### src/spi_pkg.sv
// SPI peripheral shared definitions
// Bus widths, register map, AXI response codes and GPIO pin positions

package spi_pkg;

   //####################################################################
   // Widths
   //####################################################################
   localparam int spi_data_w = 32;            // AXI-lite data bus
   localparam int spi_byte_w = 8;             // SPI frame

   //####################################################################
   // Register map (low address bits)
   //####################################################################
   localparam logic [4:0] reg_ctrl   = 5'h00; // [0] master enable, [15:8] divider
   localparam logic [4:0] reg_status = 5'h04; // [0] busy, [1] done, [2] slave rx
   localparam logic [4:0] reg_m_tx   = 5'h08; // Write starts a transfer
   localparam logic [4:0] reg_m_rx   = 5'h0c; // Read clears done
   localparam logic [4:0] reg_s_tx   = 5'h10; // Slave reply byte
   localparam logic [4:0] reg_s_rx   = 5'h14; // Read clears slave rx
   localparam logic [4:0] reg_irq_en = 5'h18; // [0] done, [1] slave rx

   localparam logic [1:0] resp_okay   = 2'd0;
   localparam logic [1:0] resp_slverr = 2'd2;

   //####################################################################
   // GPIO pin positions
   //####################################################################
   localparam int pin_m_sclk = 3;
   localparam int pin_m_mosi = 4;
   localparam int pin_m_miso = 5;
   localparam int pin_m_ss   = 6;
   localparam int pin_s_sclk = 7;
   localparam int pin_s_mosi = 8;
   localparam int pin_s_miso = 9;
   localparam int pin_s_ss   = 10;

endpackage

### src/spi_master.sv
// SPI master, mode 0, MSB first, one byte per transfer
// SCLK half period is clk_div+1 system clocks, 16 half periods per frame

`timescale 1ns/100ps

module spi_master import spi_pkg::*; (
   input  logic                  sys_clk,
   input  logic                  arst_n,
   input  logic                  start,
   input  logic [spi_byte_w-1:0] tx_byte,
   input  logic [7:0]            clk_div,
   output logic                  busy,
   output logic                  done,
   output logic [spi_byte_w-1:0] rx_byte,
   output logic                  sclk,
   output logic                  mosi,
   output logic                  ss,
   input  logic                  miso
);

   localparam int n_half = 2*spi_byte_w;      // Half periods per frame
   localparam int hw     = $clog2(n_half);

   logic [7:0]            div_q;              // Divider frozen for the frame
   logic [7:0]            div_cnt;
   logic [hw-1:0]         half_cnt;
   logic [spi_byte_w-1:0] sh_tx;
   logic [spi_byte_w-1:0] sh_rx;

   always_ff @(posedge sys_clk or negedge arst_n) begin
      if (!arst_n) begin
         busy     <= 1'b0;
         done     <= 1'b0;
         sclk     <= 1'b0;
         ss       <= 1'b1;
         div_q    <= '0;
         div_cnt  <= '0;
         half_cnt <= '0;
         sh_tx    <= '0;
      end else begin
         done <= 1'b0;
         if (start && !busy) begin
            busy     <= 1'b1;
            ss       <= 1'b0;                 // Select on the cycle after start
            div_q    <= clk_div;
            div_cnt  <= clk_div;
            half_cnt <= '0;
            sh_tx    <= tx_byte;              // MSB on MOSI before first rise
         end else if (busy) begin
            if (div_cnt != '0) begin
               div_cnt <= div_cnt - 8'd1;
            end else begin
               div_cnt  <= div_q;
               sclk     <= ~sclk;
               half_cnt <= half_cnt + hw'(1);
               if (sclk) begin                // Falling edge
                  sh_tx <= {sh_tx[spi_byte_w-2:0], 1'b0};
                  if (half_cnt == hw'(n_half-1)) begin
                     busy <= 1'b0;
                     ss   <= 1'b1;
                     done <= 1'b1;
                  end
               end
            end
         end
      end
   end

   // MISO sampled at the end of the high phase
   // The slave answers through two synchronizer stages in each direction
   always_ff @(posedge sys_clk) begin
      if (busy && div_cnt == '0 && sclk)
         sh_rx <= {sh_rx[spi_byte_w-2:0], miso};
   end

   assign mosi    = sh_tx[spi_byte_w-1];
   assign rx_byte = sh_rx;                    // Complete when done pulses

   // Slower SCLK needed for the synchronized round trip
   a_div_min: assert property (@(posedge sys_clk) disable iff (!arst_n)
      start |-> clk_div >= 8'd2);

endmodule

### src/spi_pin_map.sv
// SPI GPIO pin map
// Fixed pin positions and directions, two-flop synchronizers on inputs

`timescale 1ns/100ps

module spi_pin_map import spi_pkg::*; #(
   parameter int NGPIO = 24                   // At least 11 pins
) (
   input  logic             sys_clk,
   input  logic             arst_n,
   input  logic [NGPIO-1:0] gpio_i,
   output logic [NGPIO-1:0] gpio_o,
   output logic [NGPIO-1:0] gpio_oe,          // 1 = output
   input  logic             m_sclk,
   input  logic             m_mosi,
   input  logic             m_ss,
   input  logic             s_miso,
   output logic             m_miso,
   output logic             s_sclk,
   output logic             s_mosi,
   output logic             s_ss
);

   logic [3:0] sync1, sync2;                  // {s_ss, s_mosi, s_sclk, m_miso}

   always_comb begin
      gpio_o              = '0;
      gpio_o[pin_m_sclk]  = m_sclk;
      gpio_o[pin_m_mosi]  = m_mosi;
      gpio_o[pin_m_ss]    = m_ss;
      gpio_o[pin_s_miso]  = s_miso;
      gpio_oe             = '0;
      gpio_oe[pin_m_sclk] = 1'b1;
      gpio_oe[pin_m_mosi] = 1'b1;
      gpio_oe[pin_m_ss]   = 1'b1;
      gpio_oe[pin_s_miso] = 1'b1;
   end

   always_ff @(posedge sys_clk or negedge arst_n) begin
      if (!arst_n) begin
         sync1 <= 4'b1000;                    // Slave select idles high
         sync2 <= 4'b1000;
      end else begin
         sync1 <= {gpio_i[pin_s_ss], gpio_i[pin_s_mosi],
                   gpio_i[pin_s_sclk], gpio_i[pin_m_miso]};
         sync2 <= sync1;
      end
   end

   assign {s_ss, s_mosi, s_sclk, m_miso} = sync2;

endmodule

### src/spi_regs.sv
// SPI register slave
// AXI4-lite single-beat register window selected by ID in the top address bits,
// holds control and transmit bytes, captures received bytes, raises interrupt

`timescale 1ns/100ps

module spi_regs import spi_pkg::*; #(
   parameter int          AW = 32,            // Address width
   parameter logic [11:0] ID = 12'h7fe        // Window ID in addr[AW-1:AW-12]
) (
   input  logic                  sys_clk,
   input  logic                  arst_n,
   // AXI-lite write
   input  logic [AW-1:0]         s_axi_awaddr,
   input  logic                  s_axi_awvalid,
   output logic                  s_axi_awready,
   input  logic [spi_data_w-1:0] s_axi_wdata,
   input  logic                  s_axi_wvalid,
   output logic                  s_axi_wready,
   output logic [1:0]            s_axi_bresp,
   output logic                  s_axi_bvalid,
   input  logic                  s_axi_bready,
   // AXI-lite read
   input  logic [AW-1:0]         s_axi_araddr,
   input  logic                  s_axi_arvalid,
   output logic                  s_axi_arready,
   output logic [spi_data_w-1:0] s_axi_rdata,
   output logic [1:0]            s_axi_rresp,
   output logic                  s_axi_rvalid,
   input  logic                  s_axi_rready,
   // Master and slave side
   output logic                  m_start,
   output logic [spi_byte_w-1:0] m_tx_byte,
   output logic [7:0]            clk_div,
   output logic [spi_byte_w-1:0] s_tx_byte,
   output logic                  irq,
   input  logic                  m_busy,
   input  logic                  m_done,
   input  logic [spi_byte_w-1:0] m_rx_byte,
   input  logic                  s_rx_strobe,
   input  logic [spi_byte_w-1:0] s_rx_byte
);

   logic                  wr_take, wr_ok;     // Write accepted, and hits a register
   logic                  rd_take, rd_ok;
   logic [4:0]            wr_off, rd_off;
   logic                  ctrl_en;            // Master enable
   logic [1:0]            irq_en;             // {slave rx, master done}
   logic                  m_done_flag;        // Sticky until reg_m_rx read
   logic                  s_rx_flag;          // Sticky until reg_s_rx read
   logic [spi_byte_w-1:0] m_rx_q, s_rx_q;
   logic [spi_data_w-1:0] rd_val;

   function automatic logic is_mapped(input logic [4:0] off);
      return off inside {reg_ctrl, reg_status, reg_m_tx, reg_m_rx,
                         reg_s_tx, reg_s_rx, reg_irq_en};
   endfunction

   //####################################################################
   // Write channel
   //####################################################################
   assign wr_take       = s_axi_awvalid & s_axi_wvalid & ~s_axi_bvalid;
   assign s_axi_awready = wr_take;            // Address and data taken together
   assign s_axi_wready  = wr_take;
   assign wr_off        = s_axi_awaddr[4:0];
   assign wr_ok         = wr_take & (s_axi_awaddr[AW-1:AW-12] == ID) & is_mapped(wr_off);

   always_ff @(posedge sys_clk or negedge arst_n) begin
      if (!arst_n) begin
         s_axi_bvalid <= 1'b0;
         s_axi_bresp  <= resp_okay;
         m_start      <= 1'b0;
         ctrl_en      <= 1'b0;
         clk_div      <= '0;
         s_tx_byte    <= '0;
         irq_en       <= '0;
      end else begin
         m_start <= 1'b0;                     // Single-cycle pulse
         if (s_axi_bvalid && s_axi_bready)
            s_axi_bvalid <= 1'b0;
         if (wr_take) begin
            s_axi_bvalid <= 1'b1;             // Response on the next cycle
            s_axi_bresp  <= wr_ok ? resp_okay : resp_slverr;
         end
         if (wr_ok) begin
            case (wr_off)
               reg_ctrl: begin
                  ctrl_en <= s_axi_wdata[0];
                  clk_div <= s_axi_wdata[15:8];
               end
               reg_m_tx:   m_start <= ctrl_en & ~m_busy & ~m_start; // Dropped while busy
               reg_s_tx:   s_tx_byte <= s_axi_wdata[spi_byte_w-1:0];
               reg_irq_en: irq_en <= s_axi_wdata[1:0];
               default: ;                     // Read-only offsets
            endcase
         end
      end
   end

   // Transmit byte only follows an accepted start
   always_ff @(posedge sys_clk) begin
      if (wr_ok && wr_off == reg_m_tx && ctrl_en && !m_busy && !m_start)
         m_tx_byte <= s_axi_wdata[spi_byte_w-1:0];
   end

   //####################################################################
   // Status flags and received bytes
   //####################################################################
   always_ff @(posedge sys_clk or negedge arst_n) begin
      if (!arst_n) begin
         m_done_flag <= 1'b0;
         s_rx_flag   <= 1'b0;
      end else begin
         if (m_done)
            m_done_flag <= 1'b1;              // Set wins over a clearing read
         else if (rd_ok && rd_off == reg_m_rx)
            m_done_flag <= 1'b0;
         if (s_rx_strobe)
            s_rx_flag <= 1'b1;
         else if (rd_ok && rd_off == reg_s_rx)
            s_rx_flag <= 1'b0;
      end
   end

   always_ff @(posedge sys_clk) begin
      if (m_done)
         m_rx_q <= m_rx_byte;
      if (s_rx_strobe)
         s_rx_q <= s_rx_byte;
   end

   assign irq = |({s_rx_flag, m_done_flag} & irq_en);

   //####################################################################
   // Read channel
   //####################################################################
   assign rd_take       = s_axi_arvalid & ~s_axi_rvalid;
   assign s_axi_arready = rd_take;
   assign rd_off        = s_axi_araddr[4:0];
   assign rd_ok         = rd_take & (s_axi_araddr[AW-1:AW-12] == ID) & is_mapped(rd_off);

   always_comb begin
      rd_val = '0;
      case (rd_off)
         reg_ctrl: begin
            rd_val[0]    = ctrl_en;
            rd_val[15:8] = clk_div;
         end
         reg_status: rd_val[2:0]            = {s_rx_flag, m_done_flag, m_busy};
         reg_m_tx:   rd_val[spi_byte_w-1:0] = m_tx_byte;
         reg_m_rx:   rd_val[spi_byte_w-1:0] = m_rx_q;
         reg_s_tx:   rd_val[spi_byte_w-1:0] = s_tx_byte;
         reg_s_rx:   rd_val[spi_byte_w-1:0] = s_rx_q;
         reg_irq_en: rd_val[1:0]            = irq_en;
         default: ;
      endcase
   end

   always_ff @(posedge sys_clk or negedge arst_n) begin
      if (!arst_n) begin
         s_axi_rvalid <= 1'b0;
         s_axi_rresp  <= resp_okay;
      end else begin
         if (s_axi_rvalid && s_axi_rready)
            s_axi_rvalid <= 1'b0;
         if (rd_take) begin
            s_axi_rvalid <= 1'b1;
            s_axi_rresp  <= rd_ok ? resp_okay : resp_slverr;
         end
      end
   end

   always_ff @(posedge sys_clk) begin
      if (rd_take)
         s_axi_rdata <= rd_ok ? rd_val : '0;  // Zero on error
   end

   // Write response held until accepted
   a_bvalid_hold: assert property (@(posedge sys_clk) disable iff (!arst_n)
      s_axi_bvalid && !s_axi_bready |=> s_axi_bvalid);

   // No start reaches a master that is mid-frame
   a_start_idle: assert property (@(posedge sys_clk) disable iff (!arst_n)
      m_start |-> !m_busy);

endmodule

### src/spi_slave.sv
// SPI slave, mode 0, runs on system clock from synchronized pins
// Returns a preloaded byte and captures the incoming one

`timescale 1ns/100ps

module spi_slave import spi_pkg::*; (
   input  logic                  sys_clk,
   input  logic                  arst_n,
   input  logic                  sclk,        // Already synchronized
   input  logic                  mosi,
   input  logic                  ss,
   input  logic [spi_byte_w-1:0] tx_byte,
   output logic                  miso,
   output logic                  rx_strobe,
   output logic [spi_byte_w-1:0] rx_byte
);

   logic                  sclk_q, ss_q;       // Previous samples for edge detect
   logic                  sclk_rise, sclk_fall;
   logic                  ss_fall, ss_rise;
   logic [3:0]            bit_cnt;            // Saturates on overlong frames
   logic [spi_byte_w-1:0] sh_tx;
   logic [spi_byte_w-1:0] sh_rx;

   assign sclk_rise = sclk & ~sclk_q;
   assign sclk_fall = ~sclk & sclk_q;
   assign ss_fall   = ~ss & ss_q;
   assign ss_rise   = ss & ~ss_q;

   always_ff @(posedge sys_clk or negedge arst_n) begin
      if (!arst_n) begin
         sclk_q    <= 1'b0;
         ss_q      <= 1'b1;
         bit_cnt   <= '0;
         sh_tx     <= '1;                     // Idle MISO high
         rx_strobe <= 1'b0;
      end else begin
         sclk_q    <= sclk;
         ss_q      <= ss;
         rx_strobe <= 1'b0;
         if (ss_fall) begin
            sh_tx   <= tx_byte;
            bit_cnt <= '0;
         end else if (ss_rise) begin
            rx_strobe <= (bit_cnt == 4'd8);   // Short or long frame dropped
            sh_tx     <= '1;
         end else if (!ss) begin
            if (sclk_rise && bit_cnt != 4'hf)
               bit_cnt <= bit_cnt + 4'd1;
            if (sclk_fall)
               sh_tx <= {sh_tx[spi_byte_w-2:0], 1'b1};
         end
      end
   end

   always_ff @(posedge sys_clk) begin
      if (!ss && sclk_rise)
         sh_rx <= {sh_rx[spi_byte_w-2:0], mosi};
   end

   assign miso    = sh_tx[spi_byte_w-1];
   assign rx_byte = sh_rx;                    // Valid with rx_strobe

endmodule

### src/spi_top.sv
// SPI peripheral top
// AXI4-lite register window with SPI master and slave on GPIO pins

`timescale 1ns/100ps

module spi_top import spi_pkg::*; #(
   parameter int          AW    = 32,         // Address width
   parameter logic [11:0] ID    = 12'h7fe,    // Window ID
   parameter int          NGPIO = 24          // Number of GPIO pins
) (
   input  logic                  sys_clk,
   input  logic                  arst_n,
   input  logic [AW-1:0]         s_axi_awaddr,
   input  logic                  s_axi_awvalid,
   output logic                  s_axi_awready,
   input  logic [spi_data_w-1:0] s_axi_wdata,
   input  logic                  s_axi_wvalid,
   output logic                  s_axi_wready,
   output logic [1:0]            s_axi_bresp,
   output logic                  s_axi_bvalid,
   input  logic                  s_axi_bready,
   input  logic [AW-1:0]         s_axi_araddr,
   input  logic                  s_axi_arvalid,
   output logic                  s_axi_arready,
   output logic [spi_data_w-1:0] s_axi_rdata,
   output logic [1:0]            s_axi_rresp,
   output logic                  s_axi_rvalid,
   input  logic                  s_axi_rready,
   input  logic [NGPIO-1:0]      gpio_i,
   output logic [NGPIO-1:0]      gpio_o,
   output logic [NGPIO-1:0]      gpio_oe,
   output logic                  irq
);

   // Register block to engines
   logic                  m_start, m_busy, m_done;
   logic [spi_byte_w-1:0] m_tx_byte, m_rx_byte;
   logic [7:0]            clk_div;
   logic                  s_rx_strobe;
   logic [spi_byte_w-1:0] s_tx_byte, s_rx_byte;

   // Engines to pins
   logic                  m_sclk, m_mosi, m_ss, m_miso;
   logic                  s_sclk, s_mosi, s_ss, s_miso;

   spi_regs #(.AW(AW), .ID(ID)) regs0 (
      .sys_clk       (sys_clk),
      .arst_n        (arst_n),
      .s_axi_awaddr  (s_axi_awaddr),
      .s_axi_awvalid (s_axi_awvalid),
      .s_axi_awready (s_axi_awready),
      .s_axi_wdata   (s_axi_wdata),
      .s_axi_wvalid  (s_axi_wvalid),
      .s_axi_wready  (s_axi_wready),
      .s_axi_bresp   (s_axi_bresp),
      .s_axi_bvalid  (s_axi_bvalid),
      .s_axi_bready  (s_axi_bready),
      .s_axi_araddr  (s_axi_araddr),
      .s_axi_arvalid (s_axi_arvalid),
      .s_axi_arready (s_axi_arready),
      .s_axi_rdata   (s_axi_rdata),
      .s_axi_rresp   (s_axi_rresp),
      .s_axi_rvalid  (s_axi_rvalid),
      .s_axi_rready  (s_axi_rready),
      .m_start       (m_start),
      .m_tx_byte     (m_tx_byte),
      .clk_div       (clk_div),
      .s_tx_byte     (s_tx_byte),
      .irq           (irq),
      .m_busy        (m_busy),
      .m_done        (m_done),
      .m_rx_byte     (m_rx_byte),
      .s_rx_strobe   (s_rx_strobe),
      .s_rx_byte     (s_rx_byte)
   );

   spi_master master0 (
      .sys_clk (sys_clk),
      .arst_n  (arst_n),
      .start   (m_start),
      .tx_byte (m_tx_byte),
      .clk_div (clk_div),
      .busy    (m_busy),
      .done    (m_done),
      .rx_byte (m_rx_byte),
      .sclk    (m_sclk),
      .mosi    (m_mosi),
      .ss      (m_ss),
      .miso    (m_miso)
   );

   spi_slave slave0 (
      .sys_clk   (sys_clk),
      .arst_n    (arst_n),
      .sclk      (s_sclk),
      .mosi      (s_mosi),
      .ss        (s_ss),
      .tx_byte   (s_tx_byte),
      .miso      (s_miso),
      .rx_strobe (s_rx_strobe),
      .rx_byte   (s_rx_byte)
   );

   spi_pin_map #(.NGPIO(NGPIO)) pins0 (
      .sys_clk (sys_clk),
      .arst_n  (arst_n),
      .gpio_i  (gpio_i),
      .gpio_o  (gpio_o),
      .gpio_oe (gpio_oe),
      .m_sclk  (m_sclk),
      .m_mosi  (m_mosi),
      .m_ss    (m_ss),
      .s_miso  (s_miso),
      .m_miso  (m_miso),
      .s_sclk  (s_sclk),
      .s_mosi  (s_mosi),
      .s_ss    (s_ss)
   );

endmodule

### config.mk
export PLATFORM = sky130hd
export DESIGN_NAME = spi_top
export DESIGN_NICKNAME = d
export VERILOG_FILES = /design/src/spi_pkg.sv /design/src/spi_master.sv /design/src/spi_pin_map.sv /design/src/spi_regs.sv /design/src/spi_slave.sv /design/src/spi_top.sv
export SDC_FILE = /design/constraint.sdc
export NUM_CORES = 1
export LEC_CHECK = 0
export BUFFER_PORTS_ARGS = -buffer_cell sky130_fd_sc_hd__buf_2
export CELL_PAD_IN_SITES_DETAIL_PLACEMENT = 0
export CELL_PAD_IN_SITES_GLOBAL_PLACEMENT = 2
export CORE_ASPECT_RATIO = 0.5
export CORE_UTILIZATION = 29
export DETAILED_ROUTE_END_ITERATION = 6
export PLACE_DENSITY = 0.76
export SLEW_MARGIN = 20
export SYNTH_ARGS = -nofsm -noshare
export SYNTH_HDL_FRONTEND = slang
export SYNTH_SLANG_ARGS = --single-unit
### constraint.sdc
create_clock -name sys_clk -period 2.2 [get_ports sys_clk]
set_clock_uncertainty 0.1 [all_clocks]
set_input_delay 0.11 -clock sys_clk [delete_from_list [all_inputs] [get_ports sys_clk]]
set_output_delay 0.11 -clock sys_clk [all_outputs]
set_load 0.02 [all_outputs]
==> impl_metrics.toml, run 1 <==
[synth]
synth_cells = 534
ys_ff_latch = 137
synth.avg_cell_area_sq_um = 12.0
synth_flop_cell = "dfrtp_1"
synth-seq-area-share = 0.582
yosysWarnings = 0
synth_area_sq_um = 6400
yosysUniqueCellTypes = 58
synth-edff-count = 56
postSynth.asyncResetShare = 0.591

[global_route]
grt_start_max_net_pins = 49
first_global_vias = 4247
grt_antenna_before_repair = 0
gr-usage-all-layers = 0.132
grt_first_pass_wirelength_um = 22600
grt_overflow = 0

[route]
drc = 0
firstDrtPassIters = 7
route.vias.total = 4298
routed_wl_um = 14000
drtIter0Drc = 277
vias_per_cell = 4.39
ant_nets = 0
wl_per_cell_um = 14.2

[pwr]
p_clk_frac = 0.472
power_frac_seq = 0.447
p_total_mw = 6.37
switching_share = 0.243
powerDensity_nw_per_um2 = 793
p_sw_mw = 1.55
power_leakage_nw = 3.61
p_int_mw = 4.82
irDropWorstVdd_v = 0.000494
pwr-share-comb = 0.081

[die]
dieArea_sq_um = 22700
row_count = 37
dieWidth_um = 212
pin_count = 217
start_util = 0.304
die_y_um = 107
core_sq_um = 21100

[timing]
tns_ns = 0
rsz0062_at_grt = "no"
finalMaxSlewViolations = 0
slew_headroom = 0.533
setup_viol = 0
finalHoldViolCount = 0
worstMarginPinSlew_ns = 0.701
fin_crit_sh = 0.916
fmax_mhz = 496
period_needed_ns = 2.01

[worst_setup_path]
rrSetupSlack_ns = 0.19
r2r-start = "regs0.s_axi_rvalid$_DFFE_PN0P_"
path_cells = "nor4b_2, nand4_1, dlygate4sd3_1, nor4_2, a21oi_1"
path_buf_inv = 1
cp-end-kind = "register"
critical-path-top-delay-family = "simple AND/OR/NAND/NOR gates"
critical_path.max_stage_delay_ns = 0.59
r2r_end = "regs0.m_done_flag$_DFFE_PN0P_"
crit_required_ns = 2.39
cp.arrival_ns = 2.20
r2r_cells = 5
path_class = "reg -> reg"
worstPathMaxFanout = 5
slowest_stage = "dlygate4sd3_1"
critPathLaunchType = "register"

[worst_hold_path]
holdCritStartpoint = "s_axi_awaddr[24]"
min_to = "regs0.s_axi_bresp[1]$_DFFE_PN0P_"
holdCritPathClass = "in -> reg"
worstHoldPathCells = 4

[clocking]
h-tree-depth = 4
cts_buffer_depth = 2
ctsRootBufferMaster = "clkbuf_16"
cts_inserted_buffers = 17
clk_pin_slew_ns = 0.06
clock_sinks = 137
cts_tree = "yes"
clock_latency_ns = 0.42

[layout]
design_area_sq_um = 8030
fin_nets = 810
area_growth_syn_to_layout_pct = 25.6
layout-drive-gt1-share = 0.282
num-fill-cells = 2080
diodes = 0
post-route-util = 0.381

[placed_design]
numPortBuffers = 88
dpl-instance-area_sq_um = 7020
gp_congestion = 0.794
dpl.hpwl_um = 9810

[outcome]
status = "completed"

[flow_run]
cap_violations = 0
## worst max-delay path by stage
stage / from / endpoint / slack [ns] / cells after the start
global route: master0.div_cnt[0]$_DFFE_PN0P_ / master0.sh_tx[7]$_DFFE_PN0P_ / 0.03 / 7
detailed placement: master0.div_cnt[0]$_DFFE_PN0P_ / master0.rx_byte[0]$_DFFE_PP_ / 0.15 / 5
CTS: regs0.s_axi_rvalid$_DFFE_PN0P_ / regs0.m_done_flag$_DFFE_PN0P_ / 0.06 / 5
floorplan: pins0.sync2[3]$_DFF_PN1_ / slave0.bit_cnt[3]$_DFFE_PN0P_ / 0.005 / 4
global placement: master0.div_cnt[0]$_DFFE_PN0P_ / master0.rx_byte[0]$_DFFE_PP_ / 0.13 / 5
finish: regs0.s_axi_rvalid$_DFFE_PN0P_ / regs0.m_done_flag$_DFFE_PN0P_ / 0.19 / 5
## cell usage after synthesis, types with 4 or more instances
cell type   n  share of area
nor3_1      4         0.0031
nand2b_1    4         0.0039
a211oi_1    4         0.0047
a31oi_1     7         0.0068
nand2_1    56          0.033
nand3_1    15          0.012
o22ai_1     9         0.0088
ha_1        8          0.016
clkbuf_1   11         0.0065
dfrtp_1    69           0.27
nor2_1     28          0.016
nand4_1     6         0.0059
edfxtp_1   56           0.26
inv_1      11         0.0065
o21ai_0    16          0.013
nor2b_1     6         0.0059
a22oi_1     7         0.0082
mux2i_1    16          0.025
a21o_1      4         0.0047
a21oi_1    24          0.019
mux2_2     27          0.048
dfstp_2    12          0.049
and2_1      8         0.0078
nor3b_1     5         0.0059
nand4b_1    4         0.0055
buf_4      68          0.080
## per-layer routing
layer / GRT usage / wire (um)
met1: 0.163 / 6190
met2: 0.226 / 7040
met3: 0.0313 / 566
met4: 0.0487 / 169
met5: 0 / 0
## kinds of logic (layout without fill, tap and decap cells)
| family | count (synthesis) | in the layout | share of synthesized area |
|---|---|---|---|
| and+or+nand+nor | 165 | 165 | 0.149 |
| DFF | 137 | 137 | 0.582 |
| buffers and inverters | 92 | 186 | 0.0939 |
| AOI/OAI and AO/OA | 82 | 82 | 0.0790 |
| muxes | 43 | 43 | 0.0726 |
| adders and majority gates | 8 | 8 | 0.0157 |
| xor gates and xnor gates | 5 | 5 | 0.00685 |
| other | 2 | 62 | 0.00117 |
## cells in the final DEF, fill, tap and decap left out, types with 4 or more instances in the layout
| cell | count |
|---|---|
| buf_2 | 87 |
| dfrtp_1 | 69 |
| conb_1 | 62 |
| nand2_1 | 56 |
| edfxtp_1 | 56 |
| dlygate4sd3_1 | 37 |
| nor2_1 | 28 |
| mux2_2 | 27 |
| a21oi_1 | 24 |
| clkbuf_16 | 19 |
| buf_4 | 17 |
| o21ai_0 | 16 |
| mux2i_1 | 16 |
| nand3_1 | 15 |
| dfstp_2 | 12 |
| inv_1 | 10 |
| o22ai_1 | 9 |
| and2_1 | 8 |
| ha_1 | 8 |
| a31oi_1 | 7 |
| a22oi_1 | 7 |
| nand4_1 | 6 |
| nor3b_1 | 5 |
| nor2b_1 | 5 |
| nor4_2 | 4 |
| nand4b_1 | 4 |
| nor3_1 | 4 |
| nand2b_1 | 4 |
| a21o_1 | 4 |
| a211oi_1 | 4 |
| clkinv_4 | 4 |
| inv_6 | 4 |
## worst min-delay path, delay by kind of cell
kind | cells | cell delay (ns)
buffers and inverters | 1 | 0.09
AND/OR/NAND/NOR | 2 | 0.16
AO/OA/AOI/OAI | 1 | 0.14
## metrics by stage
stage / worst slack (ns) / cells / hold WS [ns]
4_1_cts: 0.0558 / 980 / 0.0230
6_report: 0.185 / 980 / 0.0294
5_1_grt: 0.0291 / 980 / 0.0616
2_1_floorplan: 0.00467 / 594 / -0.286
3_5_place_dp: 0.153 / 911 / 0.114
3_3_place_gp: 0.128 / 911 / 0.110
## power groups by stage
stage                     clock network [mW]  registers [mW]  logic, mW
after floorplan                            0            2.91      0.356
after global placement                     0            2.89      0.466
after detailed placement                   0            2.90      0.471
after CTS                               3.07            2.85      0.523
after global routing                    3.18            2.86      0.575
final                                   3.01            2.84      0.515
## area by class of cell
type	instances	area, sq um	share of cell area
Timing Repair Buffer	142	953	0.119
Sequential cell	137	3720	0.464
Multi-Input combinational cell	365	2310	0.288
Clock inverter	12	153	0.0190
Inverter	12	45.0	0.00561
Tap cell	292	365	0.0455
Clock buffer	20	479	0.0597
## what timing repair did
| item | CTS | global route |
|---|---|---|
| gates resized for setup | 0 | 2 |
| buffers inserted | 0 | 0 |
| endpoints found under the setup margin | 0 | 10 |
| hold endpoints to repair | 70 | 0 |
| hold buffers | 37 | 0 |
## sequential cells by signal (all words and copies together), names as in the netlist, 8 cells and up
name	count
master0.rx_byte	8
master0.sh_tx	8
regs0.s_tx_byte	8
regs0.s_axi_rdata	16
regs0.m_rx_q	8
regs0.clk_div	8
regs0.s_rx_q	8
master0.div_q	8
master0.div_cnt	8
regs0.m_tx_byte	8
slave0.sh_tx	8
slave0.rx_byte	8
(Power assumes the default switching activity.)
==> run 2, diff against run 1 <==
Settings changed: ABC_AREA set to 1, CORE_UTILIZATION 29 to 27, PLACE_DENSITY 0.76 to 0.75.
==> run 2 against run 1 <==
Compared with the run above: cell area increased by 0.36%; first-iteration DRC count decreased by 30%; critical path type is now in -> reg; non-clock buffer count decreased by 10; critical endpoint is now regs0.m_tx_byte[1]$_DFFE_PP_; core utilization decreased by 3.6 points; combinational power increased by 2%; maximum frequency decreased by 0.76%; final cell count increased by 18%; sequential power about the same; sequential cell count unchanged; routed wire length increased by 2.5%.
==> impl_metrics.toml, run 2 <==
[synth]
postSynth.asyncResetShare = 0.591
yosysWarnings = 0
synth_commonest_cells = "nand2_1, buf_4, dfrtp_1, nor2_1, inv_1"
synth_cells = 700
synth.avg_cell_area_sq_um = 9.38
synth_area_sq_um = 6570
ys_top_cells_by_area = "dfrtp_1, edfxtp_1, nand2_1, buf_4, dfstp_2"
yosysUniqueCellTypes = 35
synth_flop_cell = "dfrtp_1"
yosysMostFrequentCell = "nand2_1"
ys_ff_latch = 137
synth-edff-count = 56
synth-seq-area-share = 0.567
synth.largest_area_cell = "dfrtp_1"
netlist.area_leader.share = 0.263

[route]
routed_wl_um = 14300
ant_nets = 0
drtIter0Drc = 193
route.vias.total = 4770
met1_length_um = 6700
wl_per_cell_um = 12.4
vias_per_cell = 4.13
firstDrtPassIters = 4
top_layer = "met4"
drc = 0
routed-wl-met2_um = 6910
wl_met3_um = 556

[worst_setup_path]
path_class = "in -> reg"
rrSetupSlack_ns = 0.30
critPathLaunchType = "primary input"
slowest_stage = "dlygate4sd3_1"
cp.arrival_ns = 2.06
cp-end-kind = "register"
crit_top_cell = "dlygate4sd3_1"
path_cells = "dlygate4sd3_1, buf_2, nor2_2, dlygate4sd3_1, nand2_1, nor2_4, inv_2, nor3_2, buf_4"
critical_path.max_stage_delay_ns = 0.59
r2r_end = "master0.rx_byte[4]$_DFFE_PP_"
crit_required_ns = 2.23
r2r_cells = 8
worstPathMaxFanout = 8
r2r-start = "master0.div_cnt[0]$_DFFE_PN0P_"

[pwr]
pwr-share-comb = 0.084
p_int_mw = 4.65
irDropWorstVdd_v = 0.000547
p_clk_frac = 0.462
switching_share = 0.255
power_leakage_nw = 3.82
powerDensity_nw_per_um2 = 775
p_sw_mw = 1.59
power_frac_seq = 0.454

[layout]
regMostFlops = "regs0.s_axi_rdata"
layout-drive-gt1-share = 0.213
area_growth_syn_to_layout_pct = 22.8
diodes = 0
stdcell_count = 1154
largest_reg_flops = 16
final_common_cell = "nand2_1"
final_cell_mix = "nand2_1, buf_2, nor2_1, dfrtp_1, inv_1"
fin_nets = 969

[timing]
tns_ns = 0
fmax_mhz = 493
rsz0062_at_grt = "no"
finalHoldViolCount = 0
finalMaxSlewViolations = 0
setup_viol = 0
fin_crit_sh = 0.923
period_needed_ns = 2.03

[clocking]
clock_latency_ns = 0.43
clk_pin_slew_ns = 0.06
clock_sinks = 137
h-tree-depth = 4
cts_resized = 0
cts_tree = "yes"
cts_hold_buffers = 33
ctsRootBufferMaster = "clkbuf_16"
post_cts_buffers = 0
cts_buffer_depth = 2
cts_inserted_buffers = 17

[die]
dieArea_sq_um = 25000
pin_count = 217
die_y_um = 112
core_sq_um = 23300
dieWidth_um = 223
row_count = 39
start_util = 0.281

[worst_hold_path]
worstHoldPathCells = 5
min_to = "regs0.s_axi_bresp[1]$_DFFE_PN0P_"
holdCritPathClass = "in -> reg"
holdCritStartpoint = "s_axi_wvalid"

[placed_design]
dpl.hpwl_um = 10300
gp_congestion = 0.762
numPortBuffers = 88
dp.cells = 1089

[outcome]
status = "completed"

[global_route]
first_global_vias = 4730
grt_start_max_net_pins = 37
grt_first_pass_wirelength_um = 23700
grt_overflow = 0
grt_antenna_before_repair = 0
gr-usage-all-layers = 0.121

[flow_run]
cap_violations = 0
==> run 2: cell count changes in the layout (fill, tap and decap cells not counted), sizes merged, moves of 16 or more <==
cell   before  now
mux2i      16    0
mux2       27    0
nand2      56  175
o21ai      16   52
nand3      16   45
inv        17   79
nor2       29   82
==> run 2: layer usage <==
| layer | vias to the layer above | global-route usage |
|---|---|---|
| met1 | 2241 | 0.156 |
| met3 | 13 | 0.0283 |
| met4 | 0 | 0.0437 |
| met5 | - | 0 |
| met2 | 110 | 0.201 |
| li1 | 2406 | - |
==> run 2: power by group through the flow <==
stage	clock network [mW]	logic [mW]	registers [mW]
floorplan	0	0.368	2.91
global placement	0	0.479	2.88
detailed placement	0	0.484	2.88
CTS	2.97	0.533	2.83
global route	3.07	0.589	2.85
finish	2.89	0.525	2.83
==> run 2: area by class of cell <==
type | instances | area (sq um)
Tap cell | 307 | 384
Clock inverter | 15 | 164
Fill cell | 2436 | 15300
Clock buffer | 17 | 425
Inverter | 74 | 278
Sequential cell | 137 | 3720
Multi-Input combinational cell | 472 | 2220
Timing Repair Buffer | 132 | 868
==> run 2: worst max-delay path by stage <==
stage | startpoint | slack, ns | depth (start not counted) | end
global route | s_axi_awaddr[1] | 0.04 | 9 | regs0.m_tx_byte[1]$_DFFE_PP_
CTS | s_axi_awaddr[1] | 0.18 | 9 | regs0.m_tx_byte[1]$_DFFE_PP_
finish | s_axi_awaddr[1] | 0.17 | 9 | regs0.m_tx_byte[1]$_DFFE_PP_
global placement | master0.div_cnt[0]$_DFFE_PN0P_ | 0.31 | 8 | master0.rx_byte[2]$_DFFE_PP_
detailed placement | master0.div_cnt[0]$_DFFE_PN0P_ | 0.27 | 8 | master0.rx_byte[3]$_DFFE_PP_
floorplan | regs0.s_axi_bvalid$_DFFE_PN0P_ | 0.22 | 7 | regs0.m_tx_byte[0]$_DFFE_PP_
==> run 2: cell families (layout without fill, tap and decap cells) <==
logic type	after synthesis	count (layout)	synth area share
AND/OR/NAND/NOR	327	327	0.223
flip-flops	137	137	0.567
XOR/XNOR	5	5	0.00667
AO/OA/AOI/OAI	70	70	0.0562
adder cells (fa/ha/maj)	8	8	0.0152
buffers and inverters	151	238	0.130
other	2	62	0.00114
==> run 2: metrics by stage <==
stage	utilization	power, mW	hold WS, ns	setup WS (ns)	area (sq um)
3_5_place_dp	0.306	3.37	-0.00437	0.275	7140
6_report	0.346	6.25	0.0247	0.170	8060
4_1_cts	0.346	6.34	0.0106	0.181	8060
2_1_floorplan	-	3.27	-0.286	0.216	6800
3_3_place_gp	0.306	3.36	-0.0149	0.312	7140
5_1_grt	0.346	6.51	0.0630	0.0449	8060
==> run 2: worst max-delay path: cells and delay by family <==
kind / cells / cell delay, ns
buffers and inverters: 5 / 1.50
AND/OR/NAND/NOR: 4 / 0.44
